`src/hdl/pack_params.svh`:
```
`ifndef PACK_PARAMS_SVH
`define PACK_PARAMS_SVH

// Width of one input word.
`define PACK_WORD_W 32

// Coupler lanes behind the distributor.
`define PACK_LANES 4

// Entries per FIFO, a power of two.
`define PACK_FIFO_DEPTH 16

`endif

```
`src/hdl/pack_pkg.sv`:
```
`include "pack_params.svh"

package pack_pkg;

  localparam int LANE_W = (`PACK_LANES > 1) ? $clog2(`PACK_LANES) : 1;

  typedef logic [`PACK_WORD_W-1:0]   word_t;
  typedef logic [2*`PACK_WORD_W-1:0] pair_t; // Earlier word in the low half.
  typedef logic [LANE_W-1:0]         lane_t;

  // Pairing machine of a coupler lane.
  typedef enum logic {
    ST_FIRST,  // Waiting for first word.
    ST_SECOND  // Waiting for second word.
  } couple_state_t;

endpackage

```
`src/hdl/record_distributor.sv`:
```
`timescale 1ns/1ps
`include "pack_params.svh"

module record_distributor
  import pack_pkg::*;
(
  input  logic                   i_clk,
  input  logic                   i_reset,
  // Word stream from outside.
  input  logic                   i_valid,
  input  word_t                  i_data,
  output logic                   o_ready,
  // Lane side, data shared by all lanes.
  input  logic [`PACK_LANES-1:0] i_lane_ready,
  output logic [`PACK_LANES-1:0] o_lane_valid,
  output word_t                  o_lane_data
);

  localparam lane_t LAST_LANE = lane_t'(`PACK_LANES - 1);

  lane_t cur_lane;
  logic  xfer;
  logic  end_of_record;

  // Every lane sees the word, only one sees valid.
  assign o_lane_data = i_data;

  always_comb begin
    o_lane_valid           = '0;
    o_lane_valid[cur_lane] = i_valid;
  end

  assign o_ready = i_lane_ready[cur_lane];

  assign xfer          = i_valid && o_ready;
  assign end_of_record = xfer && (i_data == '0);

  // Next record goes to the next lane.
  always_ff @(posedge i_clk) begin
    if (i_reset) begin
      cur_lane <= '0;
    end else if (end_of_record) begin
      if (cur_lane == LAST_LANE) begin
        cur_lane <= '0;
      end else begin
        cur_lane <= cur_lane + 1'b1;
      end
    end
  end

endmodule

```
`config.mk`:
```
export PLATFORM = sky130hd
export DESIGN_NAME = record_distributor
export DESIGN_NICKNAME = d
export VERILOG_FILES = /design/src/hdl/pack_pkg.sv /design/src/hdl/record_distributor.sv
export VERILOG_INCLUDE_DIRS = /design/src /design/src/hdl
export SDC_FILE = /design/constraint.sdc
export NUM_CORES = 1
export LEC_CHECK = 0
export CAP_MARGIN = 10
export CORE_MARGIN = 8
export CORE_UTILIZATION = 30
export CTS_CLUSTER_SIZE = 20
export DETAILED_ROUTE_END_ITERATION = 10
export DONT_BUFFER_PORTS = 1
export PLACE_DENSITY = 0.55
export REMOVE_ABC_BUFFERS = 1
export SETUP_SLACK_MARGIN = 0.2
export SLEW_MARGIN = 20
export SYNTH_ARGS = -nofsm -noshare
export SYNTH_HDL_FRONTEND = slang
export SYNTH_SLANG_ARGS = --single-unit
```
`constraint.sdc`:
```
create_clock -name i_clk -period 1.4 [get_ports i_clk]
set_input_delay 0.07 -clock i_clk [delete_from_list [all_inputs] [get_ports i_clk]]
set_output_delay 0.07 -clock i_clk [all_outputs]
set_load 0.05 [all_outputs]
```
## After elaboration in Yosys (flattened, before gate mapping)

Index checks and enable logic that the tools add are counted.

| cells by class | value |
|---|---|
| $add $sub $neg | 1 |
| multiply operators | 0 |
| divide/modulo/power cells | 0 |
| order comparisons | 2 |
| eq/ne operators | 1 |
| shifts and indexed selects | 0 |
| muxes and demuxes | 5 |
| bitwise logic cells | 1 |
| reduce and logical (&&, ||, !) cells | 4 |

Operators with widths:

| kind | number |
|---|---|
| 32-bit zero test | 1 |
| 4-bit bitwise AND | 1 |
| 1-bit logical AND | 3 |
| 2-bit by 3-bit less-than comparator with 1-bit output (second input constant) | 1 |
| 2-bit by 1-bit adder with 2-bit output (second input constant) | 1 |
| 1-bit binary-select mux with 2-bit select | 1 |
| 1-bit demux with 2-bit select | 1 |
| 2-bit equality test (second input constant) | 1 |
| 2-bit by 1-bit greater-or-equal comparator with 1-bit output (second input constant) | 1 |
| 1-bit two-way mux | 2 |
| 2-bit two-way mux | 1 |

| storage, ports and cells | value |
|---|---|
| bits in registers | 2 |
| latch bits | 0 |
| memory bits (writable) | 0 |
| ROM bits | 0 |
| bits of input ports | 39 |
| word-level logic and storage cells | 15 |
| memories | 0 |

## Logic depth before layout (Yosys ltp)

| logic depth | value |
|---|---|
| depth in word-level cells | 5 |
| depth in mapped cells | 4 |
| depth with buffers taken out | 4 |

## Least setup slack after synthesis

No wires, ideal clock.

| path | value |
|---|---|
| kind | register to register |
| from | register cur_lane[0] |
| to | register cur_lane[1] |
| library setup time | 0.122 ns |
| data arrival time | 1.449 ns |
| required time | 1.278 ns |
| slack | -0.172 ns |
| stages on the path, launching flop included | 5 |
| path buffers | 0 |
| path through | dfxtp_1 -> mux4_2 -> and4_1 -> nand4_1 -> a21oi_1 |

| on the way | value |
|---|---|
| cells in the longest elaborated chain, start to end | 4 |
| elaborated cells between the ends (all ways) | 7 |

Ends and longest elaborated chain:

| what | line | text |
|---|---|---|
| from (decl) | record_distributor.sv:21 | `lane_t cur_lane;` |
| from (signal assigned) | record_distributor.sv:46 | `cur_lane <= cur_lane + 1'b1;` |
| 1-bit binary-select mux with 2-bit select | record_distributor.sv:33 | `assign o_ready = i_lane_ready[cur_lane];` |
| 1-bit two-way mux (not written as such) | record_distributor.sv:33 |  |
| named net o_ready | record_distributor.sv:12 | `output logic o_ready,` |
| 1-bit logical AND | record_distributor.sv:35 | `assign xfer = i_valid && o_ready;` |
| 1-bit logical AND | record_distributor.sv:36 | `assign end_of_record = xfer && (i_data == '0);` |

The timed path passes the listed nets, and every way through them passes these cells. The select of a mux whose other input is x is not followed.
A chain may end at the register's enable or synchronous reset.

## Worst setup path after layout

| path | value |
|---|---|
| from | register cur_lane[0] |
| to | output o_ready |

| on the way | value |
|---|---|
| cells in the longest elaborated chain, start to end | 2 |

Ends and longest elaborated chain:

| what | line |
|---|---|
| 1-bit binary-select mux with 2-bit select | record_distributor.sv:33 |
| 1-bit two-way mux (not written as such) | record_distributor.sv:33 |
| to (decl) | record_distributor.sv:12 |

Every way passes these cells. The select of a mux whose other input is x is not followed.

==> flow_summary.ini <==
[outcome]
status = finished, final reports clean

[cells_and_area]
area.growth.synth_to_final_pct = 1.38
fin_nets = 94
multi_input_area_um2 = 323
drive_gt1_share_pct = 61.2
fin_cells = 74
fillers = 189
n_antenna_cell = 0
largest_register_ffs = 2
final_core_util_pct = 32.2
seq_area_um2 = 42.5
max_flop_register = cur_lane
top_regs = cur_lane (2)

[synth]
ys_warn_count = 0
synthArstFlopShare_pct = 0
synth-seq-area-share_pct = 7.37
syn_avg_cell_area_um2 = 7.99
synth-edff-count = 0
synth_top_area_share_pct = 44.2
synthTopCellsByArea = buf_4 (44%), ha_1 (9.2%), dfxtp_1 (7.4%)
synth_flop_cell = dfxtp_1
syn_area_um2 = 543
ys_ff_latch = 2
syn-instance-count = 68
synth_cell_type_count = 18
synth_area_leader_cell = buf_4

[pwr]
p_int_mw = 0.171
power_density_nw_per_um2 = 407
seq_power_share_pct = 25.6
clock_power_share_pct = 56.4
switching_power_mw = 0.0529
max-vdd-ir-drop_mv = 0.141
p_leak_nw = 0.194
p_total_mw = 0.224
sw_frac_of_total_pct = 23.6
comb_power_share_pct = 18.0

[sta]
fmax_mhz = 739
worstMarginPinSlew_ps = 337
max-slew-margin-rel_pct = 77.2
clock_skew_ps = 2.72
hold_viol_final = 0
hold_ws_ps = 140
min_period_ps = 1350
setup_viol = 0
rsz0062_at_grt = yes
fin_tns_setup_ps = 0
slew_violations = 0
fin_crit_sh_pct = 96.7

[run]
maxCapViolations = 0

[cts]
clk_pin_slew_ps = 30
clock_path_buffers = 2
clock-root-buffer = clkbuf_4
cts_htree_levels = 1
insertion_delay_ps = 220
clock_sinks = 2
cts_tree = built
cts-buffers-inserted = 3

[global_routing]
grt_max_degree = 6
grt_pass1_vias = 425
overflow = 0
grt_usage_pct = 8.37
grt_first_pass_wirelength_um = 2210
antenna_found_initial = 0

[worst_setup_path]
critPathMaxFanout = 3
worstReg2RegEnd = cur_lane[1]
path_class = reg2out
reg2reg_slack_ps = 90
worst_setup_path_end_kind = primary output
crit_required_ps = 1330
r2r-start = cur_lane[0]
r2r_cells = 4
worstPathArrival_ps = 1280
cp-start-kind = flop
crit_end = o_ready
crit_start = cur_lane[0]

[floorplanning]
num_rows = 15
die-area_um2 = 3430
initial_core_util_pct = 31.8
dieWidth_um = 58.5
die_h_um = 58.5
io_pins = 76
coreArea_um2 = 1710

[routing]
avgRoutedWirePerCell_um = 19.4
drt-initial-drc-count = 33
via_count = 384
via_per_inst = 5.19
wl_um = 1430
firstDrtPassIters = 2
drc = 0
final_antenna_net_count = 0

[placement]
gp_routability_congestion = 0.644
dp_hpwl_um = 1200
port_buffers = 0
placed_cells = 67

[worst_hold_path]
hold_class = in2out
hold_path_depth = 0
hold_start = i_data[10]
==> power groups by stage <==
stage                     Clock (mW)  Combinational [mW]  Sequential [mW]
after floorplan                    0              0.0243           0.0582
after global placement             0              0.0305           0.0582
after detailed placement           0              0.0311           0.0582
after CTS                      0.131              0.0378           0.0574
after global routing           0.136              0.0416           0.0574
final                          0.126              0.0403           0.0574
==> routing by layer <==
layer,up-vias,share of wire (%),GRT usage (%),wire [um]
li1,169,-,-,-
met2,24,55,13.4,791
met1,189,36,8.79,513
met3,2,8.4,4.35,121
met4,0,0.35,4.20,5
met5,-,0,0,0
==> synthesized netlist by cell type, drive strengths merged (2+ instances only) <==
library cell / instances
nand4: 4
nor2: 4
ha: 4
dfxtp: 2
and2: 4
a21oi: 2
inv: 2
buf: 32
nor4: 5
o31ai: 2
and4: 2
==> stage by stage <==
stage	cell area, um^2	worst slack, ps
after global placement	379	91.0
after CTS	448	39.0
after global routing	551	9.81
after detailed placement	379	56.0
after floorplan	303	-172
final	551	46.6
==> worst max-delay path, stage by stage (launching register included) <==
cell,delay [ps]
dfxtp_2,330
mux4_2,550
buf_8,180
==> cells by family after synthesis <==
family	count (synthesis)	share of synthesized area, %
buf+inv	34	45.6
simple gates	23	29.0
compound gates	4	4.61
fa+ha+maj	4	9.22
flops	2	7.37
mux	1	4.15
==> layout make-up <==
cell class                 instances  share of cell area [%]
inverter                           2                    2.27
clock buffer                       3                    4.09
tap                               25                    5.68
multi-input combinational         32                    58.6
sequential                         2                    7.73
timing repair buffer              10                    21.6
==> repair_timing <==
action                                  4_1_cts  5_1_grt
hold endpoints to repair                      2        0
pin swaps                                     2        4
endpoints found under the setup margin        7        7
hold buffers                                  1        0
setup buffers                                 1        2
gates resized for setup                      10       22
==> how the worst min path moves through the flow <==
| stage | end | slack [ps] |
|---|---|---|
| 4_1_cts | o_lane_data[4] | 140 |
| 3_5_place_dp | o_lane_data[4] | 140 |
| 6_report | o_lane_data[10] | 140 |
| 2_1_floorplan | cur_lane[0] | 140 |
| 3_3_place_gp | o_lane_data[25] | 140 |
| 5_1_grt | o_lane_data[10] | 140 |
==> placed cells by master (no fill, tap or decap), types with 2 or more instances in the layout <==
master    Yosys  final
nand4_1       3      3
nor4_1        3      3
nor4_2        2      2
dfxtp_2       0      2
buf_4        32      3
nor2_1        4      4
and2_4        0      4
a21oi_1       2      2
clkbuf_4      0      3
ha_4          0      4
buf_8         0      5
Note: power is estimated with default switching activity, not from simulation.
