File: config.mk
export PLATFORM = sky130hd
export DESIGN_NAME = word_coupler
export DESIGN_NICKNAME = d
export VERILOG_FILES = /design/src/hdl/pack_pkg.sv /design/src/hdl/word_coupler.sv /design/src/hdl/word_fifo.sv
export VERILOG_INCLUDE_DIRS = /design/src /design/src/hdl
export SDC_FILE = /design/constraint.sdc
export NUM_CORES = 1
export LEC_CHECK = 0
export BUFFER_PORTS_ARGS = -buffer_cell sky130_fd_sc_hd__buf_2
export CAP_MARGIN = 20
export CELL_PAD_IN_SITES_DETAIL_PLACEMENT = 0
export CELL_PAD_IN_SITES_GLOBAL_PLACEMENT = 1
export CORE_MARGIN = 2
export CORE_UTILIZATION = 30
export DETAILED_ROUTE_END_ITERATION = 8
export PLACE_DENSITY_LB_ADDON = 0.08
export SLEW_MARGIN = 20
export SYNTH_ARGS = -nofsm -noshare
export SYNTH_HDL_FRONTEND = slang
export SYNTH_SLANG_ARGS = --single-unit
export TNS_END_PERCENT = 1
File: constraint.sdc
create_clock -name i_clk -period 4.92 [get_ports i_clk]
set_input_delay 0.246 -clock i_clk [delete_from_list [all_inputs] [get_ports i_clk]]
set_output_delay 0.246 -clock i_clk [all_outputs]
set_load 0.05 [all_outputs]
File: src/hdl/pack_params.svh
`ifndef PACK_PARAMS_SVH
`define PACK_PARAMS_SVH

// Width of one input word.
`define PACK_WORD_W 32

// Coupler lanes behind the distributor.
`define PACK_LANES 4

// Entries per FIFO, a power of two.
`define PACK_FIFO_DEPTH 16

`endif

File: src/hdl/pack_pkg.sv
`include "pack_params.svh"

package pack_pkg;

  localparam int LANE_W = (`PACK_LANES > 1) ? $clog2(`PACK_LANES) : 1;

  typedef logic [`PACK_WORD_W-1:0]   word_t;
  typedef logic [2*`PACK_WORD_W-1:0] pair_t; // Earlier word in the low half.
  typedef logic [LANE_W-1:0]         lane_t;

  // Pairing machine of a coupler lane.
  typedef enum logic {
    ST_FIRST,  // Waiting for first word.
    ST_SECOND  // Waiting for second word.
  } couple_state_t;

endpackage

File: src/hdl/word_coupler.sv
`timescale 1ns/1ps
`include "pack_params.svh"

module word_coupler
  import pack_pkg::*;
(
  input  logic  i_clk,
  input  logic  i_reset,
  // Word input.
  input  logic  i_valid,
  input  word_t i_data,
  output logic  o_ready,
  // Pair output.
  output logic  o_valid,
  output pair_t o_data,
  input  logic  i_ready
);

  couple_state_t state;
  word_t         first_word; // Held low half.

  logic  in_valid;
  word_t in_data;
  logic  in_pop;

  logic  out_push;
  pair_t out_pair;
  logic  out_ready;

  word_fifo #(
    .WIDTH  (`PACK_WORD_W)
  ) i_in_fifo (
    .i_clk   (i_clk),
    .i_reset (i_reset),
    .i_valid (i_valid),
    .i_data  (i_data),
    .o_ready (o_ready),
    .o_valid (in_valid),
    .o_data  (in_data),
    .i_ready (in_pop)
  );

  word_fifo #(
    .WIDTH  (2 * `PACK_WORD_W)
  ) i_out_fifo (
    .i_clk   (i_clk),
    .i_reset (i_reset),
    .i_valid (out_push),
    .i_data  (out_pair),
    .o_ready (out_ready),
    .o_valid (o_valid),
    .o_data  (o_data),
    .i_ready (i_ready)
  );

  // A pair is only written from the first state when the word is zero.
  assign out_pair = (state == ST_SECOND) ? {in_data, first_word} : '0;

  always_comb begin
    in_pop   = 1'b0;
    out_push = 1'b0;
    case (state)
      ST_FIRST: begin
        if (in_valid) begin
          if (in_data == '0) begin
            // Zero ends the record, pair is all zero.
            in_pop   = out_ready;
            out_push = out_ready;
          end else begin
            in_pop = 1'b1; // Goes to first_word.
          end
        end
      end
      ST_SECOND: begin
        in_pop   = in_valid && out_ready;
        out_push = in_valid && out_ready;
      end
      default: begin
        in_pop   = 1'b0;
        out_push = 1'b0;
      end
    endcase
  end

  always_ff @(posedge i_clk) begin
    if (i_reset) begin
      state <= ST_FIRST;
    end else if (in_pop) begin
      if (state == ST_FIRST && in_data != '0) begin
        state <= ST_SECOND;
      end else begin
        state <= ST_FIRST;
      end
    end
  end

  always_ff @(posedge i_clk) begin
    if (state == ST_FIRST && in_pop) begin
      first_word <= in_data;
    end
  end

endmodule

File: src/hdl/word_fifo.sv
`timescale 1ns/1ps
`include "pack_params.svh"

module word_fifo #(
  parameter int WIDTH = 32
) (
  input  logic             i_clk,
  input  logic             i_reset,
  // Write side.
  input  logic             i_valid,
  input  logic [WIDTH-1:0] i_data,
  output logic             o_ready,
  // Read side.
  output logic             o_valid,
  output logic [WIDTH-1:0] o_data,
  input  logic             i_ready
);

  localparam int DEPTH  = `PACK_FIFO_DEPTH;
  localparam int ADDR_W = $clog2(DEPTH);

  localparam logic [ADDR_W:0] FULL_COUNT = (ADDR_W + 1)'(DEPTH);

  logic [WIDTH-1:0]  mem [DEPTH];
  logic [ADDR_W-1:0] wr_ptr;
  logic [ADDR_W-1:0] rd_ptr;
  logic [ADDR_W:0]   count;
  logic              push;
  logic              pop;

  assign o_ready = (count != FULL_COUNT);
  assign o_valid = (count != '0);
  assign o_data  = mem[rd_ptr]; // Head of the queue.

  assign push = i_valid && o_ready;
  assign pop  = o_valid && i_ready;

  always_ff @(posedge i_clk) begin
    if (push) begin
      mem[wr_ptr] <= i_data;
    end
  end

  // Pointers wrap naturally since depth is a power of two.
  always_ff @(posedge i_clk) begin
    if (i_reset) begin
      wr_ptr <= '0;
      rd_ptr <= '0;
    end else begin
      if (push) begin
        wr_ptr <= wr_ptr + 1'b1;
      end
      if (pop) begin
        rd_ptr <= rd_ptr + 1'b1;
      end
    end
  end

  always_ff @(posedge i_clk) begin
    if (i_reset) begin
      count <= '0;
    end else begin
      case ({push, pop})
        2'b10:   count <= count + 1'b1;
        2'b01:   count <= count - 1'b1;
        default: count <= count; // Idle, or push and pop together.
      endcase
    end
  end

endmodule

Word level (Yosys, flattened, before mapping)
Memory sizes are Yosys's and may differ from the RTL's. A register that Yosys moved wholly into a read port is not among the register bits.
Cells that the tools add are included.
{"block": "classes", "n_addsub": 8, "n_eq_ne": 6, "mux": 18, "bitwise_logic": 1, "n_reduce_logical": 13}
{"cell": "64-bit two-way mux", "count": 1}
{"cell": "32-bit zero test", "count": 1}
{"cell": "32-bit nonzero test", "count": 1}
{"cell": "5-bit case mux with 2 select lines", "count": 2}
{"cell": "4-bit by 1-bit adder with 4-bit output (second input constant)", "count": 4}
{"cell": "4-bit two-way mux", "count": 4}
{"cell": "5-bit by 1-bit adder with 5-bit output (second input constant)", "count": 2}
{"cell": "5-bit != test (second input constant)", "count": 2}
{"cell": "5-bit nonzero test", "count": 2}
{"cell": "5-bit by 1-bit subtractor with 5-bit output (second input constant)", "count": 2}
{"cell": "1-bit two-way mux", "count": 9}
{"cell": "1-bit logical AND", "count": 7}
{"cell": "2-bit by 1-bit equality test with 1-bit output (second input constant)", "count": 2}
{"cell": "2-bit equality test (second input constant)", "count": 2}
{"cell": "1-bit case mux with 2 select lines", "count": 2}
{"cell": "2-bit nonzero test", "count": 2}
{"cell": "1-bit inverter", "count": 1}
{"block": "word_totals", "ff_bits": 59, "mem_bits_rw": 1536, "in_bits": 36, "word_cells": 56, "n_memories": 2}
{"name": "i_out_fifo.mem", "words": 16, "width": 64, "read_ports": 1, "rd_clocked_by_memory_dff": 1, "wr": 1, "line": "word_fifo.sv:24", "source": "logic [WIDTH-1:0] mem [DEPTH];"}
{"name": "i_in_fifo.mem", "words": 16, "width": 32, "read_ports": 1, "rd_clocked_by_memory_dff": 1, "wr": 1, "line": "word_fifo.sv:24"}

Longest topological paths before layout
{"block": "logic_depth", "ltp_word": 7, "mapped_depth": 21, "ltp_nobuf": 16}

Modules after synthesis
From an unflattened synthesis, not the netlist that was laid out.
{"block": "hier_totals", "hier_cells": 2730, "area_unflattened_um2": 60966.0}
{"module": "word_fifo at i_out_fifo", "instances": 1, "cells_each": 1692, "area_each_um2": 39266.4, "seq_area_each_um2": 31089.8}
{"module": "word_fifo at i_in_fifo", "instances": 1, "cells_each": 915, "area_each_um2": 20164.3, "seq_area_each_um2": 15715.1}
{"module": "word_coupler", "instances": 1, "cells_each": 123, "area_each_um2": 1535.2, "seq_area_each_um2": 980.9}

Worst setup path after synthesis
Ideal clock, no wire load.
{"block": "synth_path", "path_type": "register to register", "startpoint": "reg with a tool-made name", "endpoint": "mem i_out_fifo.mem[11][0] (netlist name) (enable)", "setup_ns": 0.429, "arrival_time_ns": 4.918, "required_ns": 4.491, "path_slack_ns": -0.427, "path_stages_with_launch": 14, "n_path_buf": 5, "period_less_slack_ns": 5.347, "path_cell_list": "dfxtp_1 -> buf_2 -> buf_2 -> buf_2 -> buf_1 -> mux4_2 -> a22oi_1 -> nand2_1 -> nor4_1 -> nand4_1 -> o41a_1 -> nor2_1 -> clkbuf_1 -> and3_1"}
{"item": "end: declaration", "line": "word_fifo.sv:24"}

==> impl_metrics.env <==
export IMPL_status="completed"
export IMPL_cellPowerDensity_nw_per_um2=560
export IMPL_synthAdderAreaFrac_pct=0.435
export IMPL_grt_pass1_wl_mm=239
export IMPL_synth_edf_count=1568
export IMPL_core_area_um2=202000
export IMPL_leakage_nw=23.3
export IMPL_timing_setup_tns_ns=0
export IMPL_ir_worst_vdd_mv=0.310
export IMPL_final_cell_area_um2=74100
export IMPL_placed_cells=5504
export IMPL_arrival_ns=5.47
export IMPL_synth_seq_area_share_pct=78.4
export IMPL_routed_via_density=4.85
export IMPL_critPathKind="flop to flop"
export IMPL_areaGrowthSynthToFinish_pct=21.5
export IMPL_die_h_um=455
export IMPL_cp_max_fo=15
export IMPL_io_pins=102
export IMPL_wire_per_inst_um=29.0
export IMPL_initial_core_util_pct=30.2
export IMPL_grt_overflow=0
export IMPL_syn_nets=2641
export IMPL_hp_class="input port to flop"
export IMPL_fin_hold_ws_ns=0.0629
export IMPL_clk_pin_slew_worst_paths_ns=0.06
export IMPL_muxShareOfSynthArea_pct=17.0
export IMPL_num_vias=28500
export IMPL_fp_row_count=165
export IMPL_fin_crit_ns=4.73
export IMPL_track_usage_pct=16.6
export IMPL_worstSetupStartpointType="flop"
export IMPL_drtIter0Drc=2214
export IMPL_routabilityCongestion=0.726
export IMPL_cts_num_sinks=1603
export IMPL_slew_viol_final=0
export IMPL_synthSimpleGateAreaFrac_pct=1.63
export IMPL_instances_no_fill=5879
export IMPL_grt_pass1_vias=30600
export IMPL_synth_seq_cells=1603
export IMPL_setup_viol=0
export IMPL_synth_compound_area_share_pct=1.33
export IMPL_die_x_um=455
export IMPL_ant_nets=0
export IMPL_antenna_found_initial=14
export IMPL_fin_crit_sh_pct=96.2
export IMPL_cts_tree="done"
export IMPL_synth_top_family_by_area="multiplexers"
export IMPL_worstMarginPinSlew_ns=1.08
export IMPL_syn_area_um2=61000
export IMPL_dr_pass1_iters=5
export IMPL_synth_top_cell_area_share_pct=77.2
export IMPL_fin_nets=3103
export IMPL_synth_top_area_cell="edfxtp_1"
export IMPL_clockRootBuffer="clkbuf_16"
export IMPL_drc=0
export IMPL_cts_buffers=177
export IMPL_hpwl_mm=100
export IMPL_synth_cell_types=48
export IMPL_grt_max_degree=71
export IMPL_finalWirelength_mm=171
export IMPL_async_flop_share_pct=0
export IMPL_end_kind="flop"
export IMPL_layout_drive_gt1_share_pct=35.1
export IMPL_syn_area_per_cell_um2=23.6
export IMPL_hold_violations=0
export IMPL_cap_violations=0
export IMPL_cts_max_level=4
export IMPL_synth_warnings=0
export IMPL_ys_flop_type="edfxtp_1"
export IMPL_skew_ns=0.0536
export IMPL_utilization_pct=36.7
export IMPL_synth_area_leaders="edfxtp_1 77%, mux4_2 16%, dfxtp_1 1.1%"
export IMPL_rsz0062_at_grt="yes"
export IMPL_max_freq_mhz=211
export IMPL_critPathRequiredTime_ns=5.66
export IMPL_dieArea_um2=207000
export IMPL_n_fill_cell=18300
export IMPL_clock_path_buffers=3
export IMPL_port_buffers=101
export IMPL_netlist_instances=2585
export IMPL_clk_insertion_delay_late_ns=0.84
export IMPL_max_slew_margin_rel_pct=28.2
export IMPL_dpl_cell_area_um2=67800
export IMPL_synthXorXnorAreaFrac_pct=0.201
## report_power, final
group | switching, mW | total (mW) | internal (mW)
logic | 6.63 | 11.0 | 4.41
registers | 0.422 | 17.2 | 16.8
clock network | 5.47 | 13.2 | 7.77
total | 12.5 | 41.5 | 29.0
## routing by layer
metal,up-vias,track usage (%),part of all wire (%)
li1,12000,-,-
met5,-,0,0.024
met3,227,2.89,3.7
met1,15700,21.1,42
met4,6,4.51,2.3
met2,556,29.1,52
## stage by stage
step	total power [mW]	worst slack (ns)
floorplan	23.8	-0.427
global placement	28.6	-0.155
detailed placement	28.8	-0.0854
CTS	42.2	0.0168
global route	43.3	-0.0162
finish	41.5	0.189
## logic make-up (layout without fill, tap and decap cells)
group | Yosys count | count (layout)
flip-flops | 1603 | 1603
multiplexers | 493 | 493
AND/OR/NAND/NOR | 189 | 189
buffers and inverters | 146 | 761
AO/OA/AOI/OAI | 120 | 120
adder cells (fa/ha/maj) | 20 | 20
XOR/XNOR | 14 | 14
other | 0 | 7
## cells in the final DEF, fill, tap and decap left out, types with 28 or more instances in the layout
cell type      count
a21oi_1           32
and2_1            52
buf_12            97
buf_2            101
buf_4            181
clkbuf_1          39
clkbuf_16        179
clkinv_1          52
clkinv_2          28
dlygate4sd3_1     33
edfxtp_1        1568
mux2i_1           50
mux4_2           426
nor2_1            40
## registers in the layout, indices dropped and copies added (netlist names), named ones only
signal and count:
i_out_fifo.mem 1024, i_in_fifo.mem 512, i_out_fifo.rd_ptr 4, state 1
i_in_fifo.wr_ptr 4, i_in_fifo.count 5, i_out_fifo.count 5, i_in_fifo.rd_ptr 4
first_word 32, i_out_fifo.wr_ptr 4
## final timing paths
kind	depth (start not counted)	end	startpoint	slack [ns]
setup / recovery	17	i_out_fifo.count[4]	flop	0.19
hold / removal	4	i_in_fifo.wr_ptr[0]	i_valid	0.06
setup reg to reg	17	i_out_fifo.count[4]	flop	0.19
hold reg to reg	2	i_in_fifo.count[2]	i_in_fifo.count[2]	0.54
## cell usage after synthesis, types with 10 or more instances
library cell and number:
buf_2 16, edfxtp_1 1568, mux2i_1 53, ha_1 18
and2_1 52, dfxtp_1 35, a22oi_1 36, nand2_1 26
a221oi_1 18, inv_1 13, nor2b_1 10, and3_1 18
xor2_1 10, nor2_1 54, buf_1 34, mux4_2 426
a21oi_1 36, o21ai_0 11, clkbuf_1 72
## critical path, cell delays in order, from the launching register on
cell      delay (ns)
dfxtp_4         0.38
buf_12          0.20
buf_6           0.17
mux4_2          0.51
a22oi_2         0.26
nand2_2         0.11
nor4bb_4        0.35
or4bb_4         0.55
o41a_1          0.37
nor2_2          0.13
inv_1           0.06
ha_1            0.24
fa_1            0.40
a21o_1          0.17
a21oi_1         0.18
xor2_1          0.10
or3_1           0.31
a21oi_1         0.15
## area by class of cell
class / instances / area [µm²] / share of cell area, %
inverter: 15 / 56.3 / 0.0760
tap: 2672 / 3340 / 4.51
sequential: 1603 / 47800 / 64.5
multi-input combinational: 836 / 12900 / 17.4
antenna: 7 / 17.5 / 0.0236
timing repair buffer: 414 / 4160 / 5.61
clock buffer: 219 / 4640 / 6.26
clock inverter: 113 / 1190 / 1.60
## what timing repair did
action                                  in CTS  in global routing
hold buffers                                33                  0
pin swaps                                    0                  1
resized for setup                            3                 22
hold endpoints to repair                   539                  0
setup buffers                                0                  3
endpoints found under the setup margin       3                  4
(Power assumes the default switching activity.)
