--- src/hdl/pack_params.svh ---
`ifndef PACK_PARAMS_SVH
`define PACK_PARAMS_SVH

// Width of one input word.
`define PACK_WORD_W 32

// Coupler lanes behind the distributor.
`define PACK_LANES 4

// Entries per FIFO, a power of two.
`define PACK_FIFO_DEPTH 16

`endif

--- src/hdl/pack_pkg.sv ---
`include "pack_params.svh"

package pack_pkg;

  localparam int LANE_W = (`PACK_LANES > 1) ? $clog2(`PACK_LANES) : 1;

  typedef logic [`PACK_WORD_W-1:0]   word_t;
  typedef logic [2*`PACK_WORD_W-1:0] pair_t; // Earlier word in the low half.
  typedef logic [LANE_W-1:0]         lane_t;

  // Pairing machine of a coupler lane.
  typedef enum logic {
    ST_FIRST,  // Waiting for first word.
    ST_SECOND  // Waiting for second word.
  } couple_state_t;

endpackage

--- src/hdl/record_collector.sv ---
`timescale 1ns/1ps
`include "pack_params.svh"

module record_collector
  import pack_pkg::*;
(
  input  logic                   i_clk,
  input  logic                   i_reset,
  // Lane outputs.
  input  logic [`PACK_LANES-1:0] i_pair_valid,
  input  pair_t                  i_pair_data [`PACK_LANES],
  output logic [`PACK_LANES-1:0] o_pair_ready,
  // Pair stream to outside.
  output logic                   o_valid,
  output pair_t                  o_data,
  input  logic                   i_ready
);

  localparam lane_t LAST_LANE = lane_t'(`PACK_LANES - 1);

  lane_t cur_lane;
  word_t low_half;
  word_t high_half;
  logic  xfer;
  logic  last_pair;

  // Straight from the current lane's FIFO head.
  assign o_valid = i_pair_valid[cur_lane];
  assign o_data  = i_pair_data[cur_lane];

  always_comb begin
    o_pair_ready           = '0;
    o_pair_ready[cur_lane] = i_ready;
  end

  assign low_half  = o_data[`PACK_WORD_W-1:0];
  assign high_half = o_data[2*`PACK_WORD_W-1:`PACK_WORD_W];

  assign xfer = o_valid && i_ready;

  // Either half zero means the record ends with this pair.
  assign last_pair = xfer && ((low_half == '0) || (high_half == '0));

  // Stay on a lane for the whole record, so records leave in order.
  always_ff @(posedge i_clk) begin
    if (i_reset) begin
      cur_lane <= '0;
    end else if (last_pair) begin
      if (cur_lane == LAST_LANE) begin
        cur_lane <= '0;
      end else begin
        cur_lane <= cur_lane + 1'b1;
      end
    end
  end

endmodule

--- config.mk ---
export PLATFORM = sky130hd
export DESIGN_NAME = record_collector
export DESIGN_NICKNAME = d
export VERILOG_FILES = /design/src/hdl/pack_pkg.sv /design/src/hdl/record_collector.sv
export VERILOG_INCLUDE_DIRS = /design/src /design/src/hdl
export SDC_FILE = /design/constraint.sdc
export NUM_CORES = 1
export LEC_CHECK = 0
export BUFFER_PORTS_ARGS = -buffer_cell sky130_fd_sc_hd__buf_2
export CAP_MARGIN = 40
export CORE_AREA = 5 5 125 127
export CTS_CLUSTER_DIAMETER = 60
export CTS_CLUSTER_SIZE = 10
export DETAILED_ROUTE_END_ITERATION = 8
export DIE_AREA = 0 0 130 132
export SLEW_MARGIN = 10
export SYNTH_ARGS = -nofsm -noshare
export SYNTH_HDL_FRONTEND = slang
export SYNTH_SLANG_ARGS = --single-unit
--- constraint.sdc ---
create_clock -name i_clk -period 3 [get_ports i_clk]
set_clock_uncertainty 0.15 [all_clocks]
set_input_delay 0.3 -clock i_clk [delete_from_list [all_inputs] [get_ports i_clk]]
set_output_delay 0.3 -clock i_clk [all_outputs]
set_load 0.005 [all_outputs]
* After elaboration in Yosys (flattened, before gate mapping) *
Cells that the tools add are included.

word-level totals
  flip-flop bits (word level) = 2
  bits of input ports = 263
  output and inout port bits = 69
  word-level logic and storage cells = 22

operators by class
  add/sub/neg operators = 1
  order comparisons = 3
  eq/ne operators = 1
  mux-type cells = 8
  bitwise gates (word level) = 2
  reductions and logical operators = 6

operator list
  cell                 number
  $bmux 64 s2          1
  $mux 64              2
  $logic_not 32->1     2
  $and 4x4->4          1
  $ge 3x3->1 const B   1
  $logic_and 1x1->1    3
  $lt 2x3->1 const B   1
  $not 2->3            1
  $add 2x1->2 const B  1
  $bmux 1 s2           1
  $demux 1 s2          1
  $eq 2x2->1 const B   1
  $ge 2x1->1 const B   1
  $mux 1               2
  $mux 2               1
  $logic_or 1x1->1     1

* Logic depth before layout (Yosys ltp) *
Gate-level depths: netlist of the first run.

  depth after elaboration = 7
  gate-level depth with buffers = 9

* Worst setup path after synthesis of the first run *
OpenSTA, ideal clock, no wires.

  kind = reg-to-reg
  start = register cur_lane[1]
  end = register cur_lane[0]
  library setup time = 0.070 ns
  data arrival time = 2.575 ns
  slack = 0.206 ns
  stages on the path, launching flop included = 9
  clock period less this slack = 2.794 ns
  cell sequence = dfxtp_1 buf_1 clkbuf_1 mux4_2 nor4_1 nand4_1 o22a_1 or4_1 a21oi_1

between the ends
  word-level cells in the longest chain between the ends = 7
  elaborated cells between the ends (all ways) = 13
  classes of those cells = eq/ne (1); mux (6); bitwise (1); reduce/logical (5)

ends and longest elaborated chain
  element                                     line                    RTL
  start, declared                             record_collector.sv:21  lane_t cur_lane;
  start signal, assigned                      record_collector.sv:52  cur_lane <= cur_lane + 1'b1;
  $not 2->3 (not written as such)             record_collector.sv:29  assign o_data = i_pair_data[cur_lane];
  $bmux 64 s2                                 record_collector.sv:29
  $mux 64 (not written as such) (2 in a row)  record_collector.sv:29
  via o_data[57]                              record_collector.sv:15  output pair_t o_data,
  $logic_not 32->1                            record_collector.sv:42  assign last_pair = xfer && ((low_half == '0) || (high_half == '0));
  $logic_or 1x1->1                            record_collector.sv:42
  $logic_and 1x1->1                           record_collector.sv:42

The timed path passes the listed nets, and every way through them passes these cells. The select of a mux whose other input is x is not followed.
A chain may end at the register's enable or synchronous reset.

* Final worst setup path of the first run *
  start = register cur_lane[0]
  end = register cur_lane[0]

between the ends
  word-level cells in the longest chain between the ends = 7
  elaborated cells between the ends (all ways) = 14
  classes of those cells = add/sub (1); eq/ne (1); mux (6); bitwise (1); reduce/logical (5)

ends and longest elaborated chain
  element                                     line
  $not 2->3 (not written as such)             record_collector.sv:29
  $bmux 64 s2                                 record_collector.sv:29
  $mux 64 (not written as such) (2 in a row)  record_collector.sv:29
  $logic_not 32->1                            record_collector.sv:42
  $logic_or 1x1->1                            record_collector.sv:42
  $logic_and 1x1->1                           record_collector.sv:42

Several ways; a longest one is shown, not always the timed one. The select of a mux whose other input is x is not followed.

==> flow_metrics.tcl, run 1 <==
set metrics [dict create \
    antenna_left 0 \
    fin_crit_ns 2.89 \
    tns_ns 0 \
    p_leak_nw 2.01 \
    critPathBufInv 1 \
    cpMaxStageDelayCell "mux4_2" \
    ios 332 \
    final_area_mm2 0.00428 \
    clk_path_buf_depth 2 \
    fp-row-count 44 \
    dpl_cell_area_mm2 0.00392 \
    dp.cells 649 \
    clk_pin_slew_ns 0.03 \
    hp-class "in2reg" \
    fin_util_pct 29.9 \
    final_nets 753 \
    drt-initial-drc-count 100 \
    instances_no_fill 668 \
    clk_latency_ns 0.22 \
    antenna_cells 0 \
    num_vias 3009 \
    yosysTopAreaCell "mux4_2" \
    seq_area_um2 47.5 \
    cts_buffers 3 \
    overflow 0 \
    multi_input_area_mm2 0.00181 \
    slowest_delay_ns 0.54 \
    cts.sinks 2 \
    portBuffers 331 \
    htree_levels 1 \
    end_kind "flop" \
    synth_nets 388 \
    ys_ff_latch 2 \
    finalSetupViolCount 0 \
    rsz0062_at_grt "true" \
    yosysMostFrequentCell "mux4_2" \
    status "complete, no violations" \
    holdWs_ns 0.114 \
    die_area_mm2 0.0172 \
    ys.flop_type "dfxtp_1" \
    p_total_mw 0.572 \
    fmax_mhz 345 \
    wl_per_cell_um 20.6 \
    finalCritPeriodShare_pct 96.5 \
    synth.area.top_cells "mux4_2 (79%), nor4_1 (5.4%), ha_1 (2.7%), dfxtp_1 (2.2%), and2_1 (1.4%)" \
    slew_headroom_pct 74.3 \
    grt_start_max_net_pins 40 \
    drv_cap 0 \
    drc 0 \
    ir_worst_vdd_mv 0.112 \
    core_mm2 0.0143 \
    fillers 1544 \
    power_density_mw_per_mm2 134 \
    avgViaCountPerCell 4.50 \
    grt_pass1_vias 3317 \
    tritoncts "done" \
    syn_area_mm2 0.00185 \
    worst_slew_pin_slew_ns 0.383 \
    crit_arrival_ns 2.89 \
    cpLargestDelayFamily "simple AND/OR/NAND/NOR gates" \
    synth_enable_flop_cells 0 \
    area_growth_pct 131 \
    cp-start-kind "flop" \
    ys_types 21 \
    drv_slew 0 \
    clockRootBuffer "clkbuf_16" \
    yosys_warnings 0 \
    synth_top_area_share_pct 79.1 \
    grt_usage_pct 14.3 \
    initial_utilization_pct 12.9 \
    layout_setup_ws_ns 0.106 \
    critPathKind "reg2reg" \
    antenna_found_initial 0 \
    die_y_um 132 \
    drive_above_1_share_pct 94.4 \
    die_x_um 130 \
    grt_pass1_wl_um 19100 \
    path_max_fanout 9 \
    place_ws_ns -0.180 \
    synth_common_cells "mux4_2 (65), nor4_1 (16), buf_1 (5)" \
    worstPathRequired_ns 2.99 \
    wl_um 13700 \
    finalHoldViolCount 0 \
    ys_async_sr_fraction_pct 0 \
    dp_hpwl_um 12300 \
    synthCells 121 \
    largest-register "cur_lane" \
    drt_pass1_iterations 4 \
    seq_area_frac_synth_pct 2.16 \
    largest_register_ffs 2 \
    crit_path_cell_trace "buf_4, mux4_2, nor4_2, nand4_1, o22a_1, or4_1, a21oi_1" \
    top_regs "cur_lane x2" \
    synth.avg_cell_area_um2 15.3 \
    gp_congestion 0.924 \
]
per-layer routing:
layer | vias up | wire length [um] | track usage [%]
met5 | - | 0 | 0
met4 | 0 | 32 | 0.577
met3 | 4 | 1260 | 2.47
met2 | 188 | 7200 | 26.9
met1 | 1495 | 5250 | 17.8
li1 | 1322 | - | -
worst register-to-register path: cells and delay by family, from the launching register on:
kind	cells	cell delay [ns]
AND/OR/NAND/NOR	3	1.07
flip-flops	1	0.42
buffers and inverters	1	0.24
multiplexers	1	0.54
AO/OA/AOI/OAI	2	0.40
cell families (layout without fill, tap and decap cells):
family          Yosys count  after routing  synth area share, %
buf+inv                  17            380                 4.93
fa+ha+maj                 4              4                 2.70
compound gates            3              3                 1.01
flops                     2              2                 2.16
simple gates             29             29                 9.59
mux                      66             66                 79.6
placed cells by master, fill, tap and decap left out:
master / n
o21ai_0: 1
inv_1: 2
a21oi_1: 1
buf_12: 5
o22a_1: 1
or4_1: 1
dfxtp_4: 2
buf_16: 1
buf_4: 33
nor4_2: 10
nor4_1: 4
clkbuf_16: 4
nor2_1: 1
and2_1: 4
nand2_1: 1
ha_1: 4
buf_6: 4
mux4_2: 65
nand4_1: 4
nand2b_1: 2
mux2i_1: 1
buf_2: 331
nor4_4: 2
where the power goes:
part	total (mW)	switching, mW	internal [mW]
logic	0.349	0.130	0.220
registers	0.0250	0.0000000000207	0.0250
clock network	0.198	0.0286	0.169
final cells by class:
type	instances	area share, %
clock buffer	3	1.76
inverter	2	0.176
multi-input combinational	102	42.4
sequential	2	1.11
tap	184	5.38
timing repair buffer	375	49.2
repair_timing:
action | 4_1_cts | 5_1_grt
hold buffers | 0 | 0
setup buffers | 8 | 7
gates cloned | 1 | 1
setup endpoints to repair | 2 | 2
gates resized for setup | 10 | 10
pin swaps | 3 | 6
endpoints found under the hold margin | 0 | 0
worst paths after layout:
kind | end | slack (ns) | startpoint | depth (start not counted)
worst max register to register | cur_lane[0]$_SDFFE_PP0P_ | 0.11 | cur_lane[0]$_SDFFE_PP0P_ | 7
worst min-delay path | cur_lane[0]$_SDFFE_PP0P_ | 0.11 | i_reset | 2
worst min register to register | cur_lane[1]$_SDFFE_PP0P_ | 0.56 | cur_lane[1]$_SDFFE_PP0P_ | 3
worst max-delay path | cur_lane[0]$_SDFFE_PP0P_ | 0.11 | cur_lane[0]$_SDFFE_PP0P_ | 7
Power figures use the tool's default switching activity.
==> inputs of run 2 (changes only) <==
==> constraint.sdc (replaced) <==
create_clock -name i_clk -period 2.8 [get_ports i_clk]
set_clock_uncertainty 0.15 [all_clocks]
set_input_delay 0.28 -clock i_clk [delete_from_list [all_inputs] [get_ports i_clk]]
set_output_delay 0.28 -clock i_clk [all_outputs]
set_load 0.005 [all_outputs]
==> flow_metrics.tcl, run 2 (synthesis results as in run 1) <==
set metrics [dict create \
    drv_cap 0 \
    met1_usage_pct 18.5 \
    seq_area_um2 47.5 \
    drt-initial-drc-count 123 \
    path_max_fanout 4 \
    hp-class "in2reg" \
    power_density_mw_per_mm2 145 \
    final_common_cell "buf_2" \
    crit_path_cell_trace "buf_4, buf_6, mux4_2, nor4_4, buf_4, nand4_1, o22a_1, or4_4, a21oi_2" \
    finalHoldViolCount 0 \
    final_area_mm2 0.00433 \
    die_area_mm2 0.0172 \
    gr-usage-met3_pct 3.20 \
    dpl_cell_area_mm2 0.00400 \
    htree_levels 1 \
    clk_path_buf_depth 2 \
    antenna_cells 0 \
    fin_util_pct 30.2 \
    crit_arrival_ns 2.84 \
    clk_latency_ns 0.22 \
    die_x_um 130 \
    largest-register "cur_lane" \
    slew_headroom_pct 81.6 \
    drt_pass1_iterations 4 \
    ir_worst_vdd_mv 0.132 \
    grt_pass1_vias 3355 \
    cpLargestDelayFamily "simple AND/OR/NAND/NOR gates" \
    fp-row-count 44 \
    antenna_left 0 \
    cpMostUsedCell "buf_4" \
    fin_crit_ns 2.84 \
    cp.depth 9 \
    failed_checks "setup timing" \
    cpMaxStageDelayCell "mux4_2" \
    initial_utilization_pct 12.9 \
    area_growth_pct 134 \
    rsz0062_at_grt "true" \
    cts_buffers 3 \
    antenna_found_initial 0 \
    core_mm2 0.0143 \
    critPathKind "reg2reg" \
    die_y_um 132 \
    drv_slew 0 \
    end_kind "flop" \
    final_nets 754 \
    overflow 0 \
    slowest_delay_ns 0.56 \
    rr_worst_depth 9 \
    gp_congestion 0.901 \
    dp_hpwl_um 12100 \
    holdWs_ns 0.0913 \
    grt_usage_pct 14.6 \
    num_vias 2963 \
    cp-start-kind "flop" \
    drc 0 \
    worstPathRequired_ns 2.80 \
    worst_slew_pin_slew_ns 0.274 \
    clockRootBuffer "clkbuf_16" \
    grt_util_met2_pct 25.9 \
    grt_start_max_net_pins 34 \
    p_leak_nw 2.02 \
    clk_pin_slew_ns 0.03 \
    worstHoldPathCells 2 \
    cts.sinks 2 \
    portBuffers 331 \
    ios 332 \
    critPathBufInv 3 \
    largest_register_ffs 2 \
    layout_setup_ws_ns -0.0447 \
    grt_pass1_wl_um 19400 \
    top_regs "cur_lane x2" \
    mostFrequentLayoutCells "buf_2 (331), mux4_2 (65), buf_4 (32), nor4_2 (7)" \
    tritoncts "done" \
    finalCritPeriodShare_pct 102 \
    drive_above_1_share_pct 95.1 \
    multi_input_area_mm2 0.00185 \
    top_usage_layer "met2" \
    wl_per_cell_um 20.1 \
    place_ws_ns -0.231 \
    fmax_mhz 352 \
    status "finished with violations" \
    ctsHoldBuffers 0 \
    fillers 1528 \
    wl_um 13500 \
    p_total_mw 0.628 \
    finalSetupViolCount 1 \
    avgViaCountPerCell 4.43 \
]
run 2: layout make-up:
type	count	share of cell area (%)
repair buffers	376	48.8
multi-input cells	102	42.9
flip-flops and latches	2	1.10
inverters	2	0.174
clock buffers	3	1.74
well taps	184	5.32
run 2: stage by stage:
step | TNS (ns) | std cells
final | -0.0447 | 669
after detailed placement | -0.299 | 659
after floorplan | 0 | 121
after global placement | -0.360 | 659
after global routing | -0.233 | 669
after CTS | -0.129 | 669
run 2: worst paths after layout:
check                                start  slack [ns]                       end
setup / recovery  cur_lane[0]$_SDFFE_PP0P_       -0.04  cur_lane[0]$_SDFFE_PP0P_
hold reg to reg   cur_lane[1]$_SDFFE_PP0P_        0.55  cur_lane[1]$_SDFFE_PP0P_
hold / removal                     i_reset        0.09  cur_lane[0]$_SDFFE_PP0P_
setup reg to reg  cur_lane[0]$_SDFFE_PP0P_       -0.04  cur_lane[0]$_SDFFE_PP0P_
run 2: where the power goes:
group | leakage (nW) | internal (mW) | total (mW) | switching [mW]
clock network | 0.0370 | 0.181 | 0.212 | 0.0304
registers | 0.0177 | 0.0268 | 0.0268 | 0.0000000000123
logic | 1.96 | 0.246 | 0.389 | 0.143
total | 2.02 | 0.454 | 0.628 | 0.174
run 2: metal layers:
layer	vias to the layer above	wire length [um]
met5	-	0
met4	0	143
met3	10	1330
met2	193	6880
met1	1439	5120
li1	1321	-
run 2: repair_timing:
item	in CTS	in global routing
cloned	2	0
setup endpoints to repair	2	2
endpoints found under the hold margin	0	0
gates resized for setup	18	13
pin swaps	5	5
buffers inserted	5	1
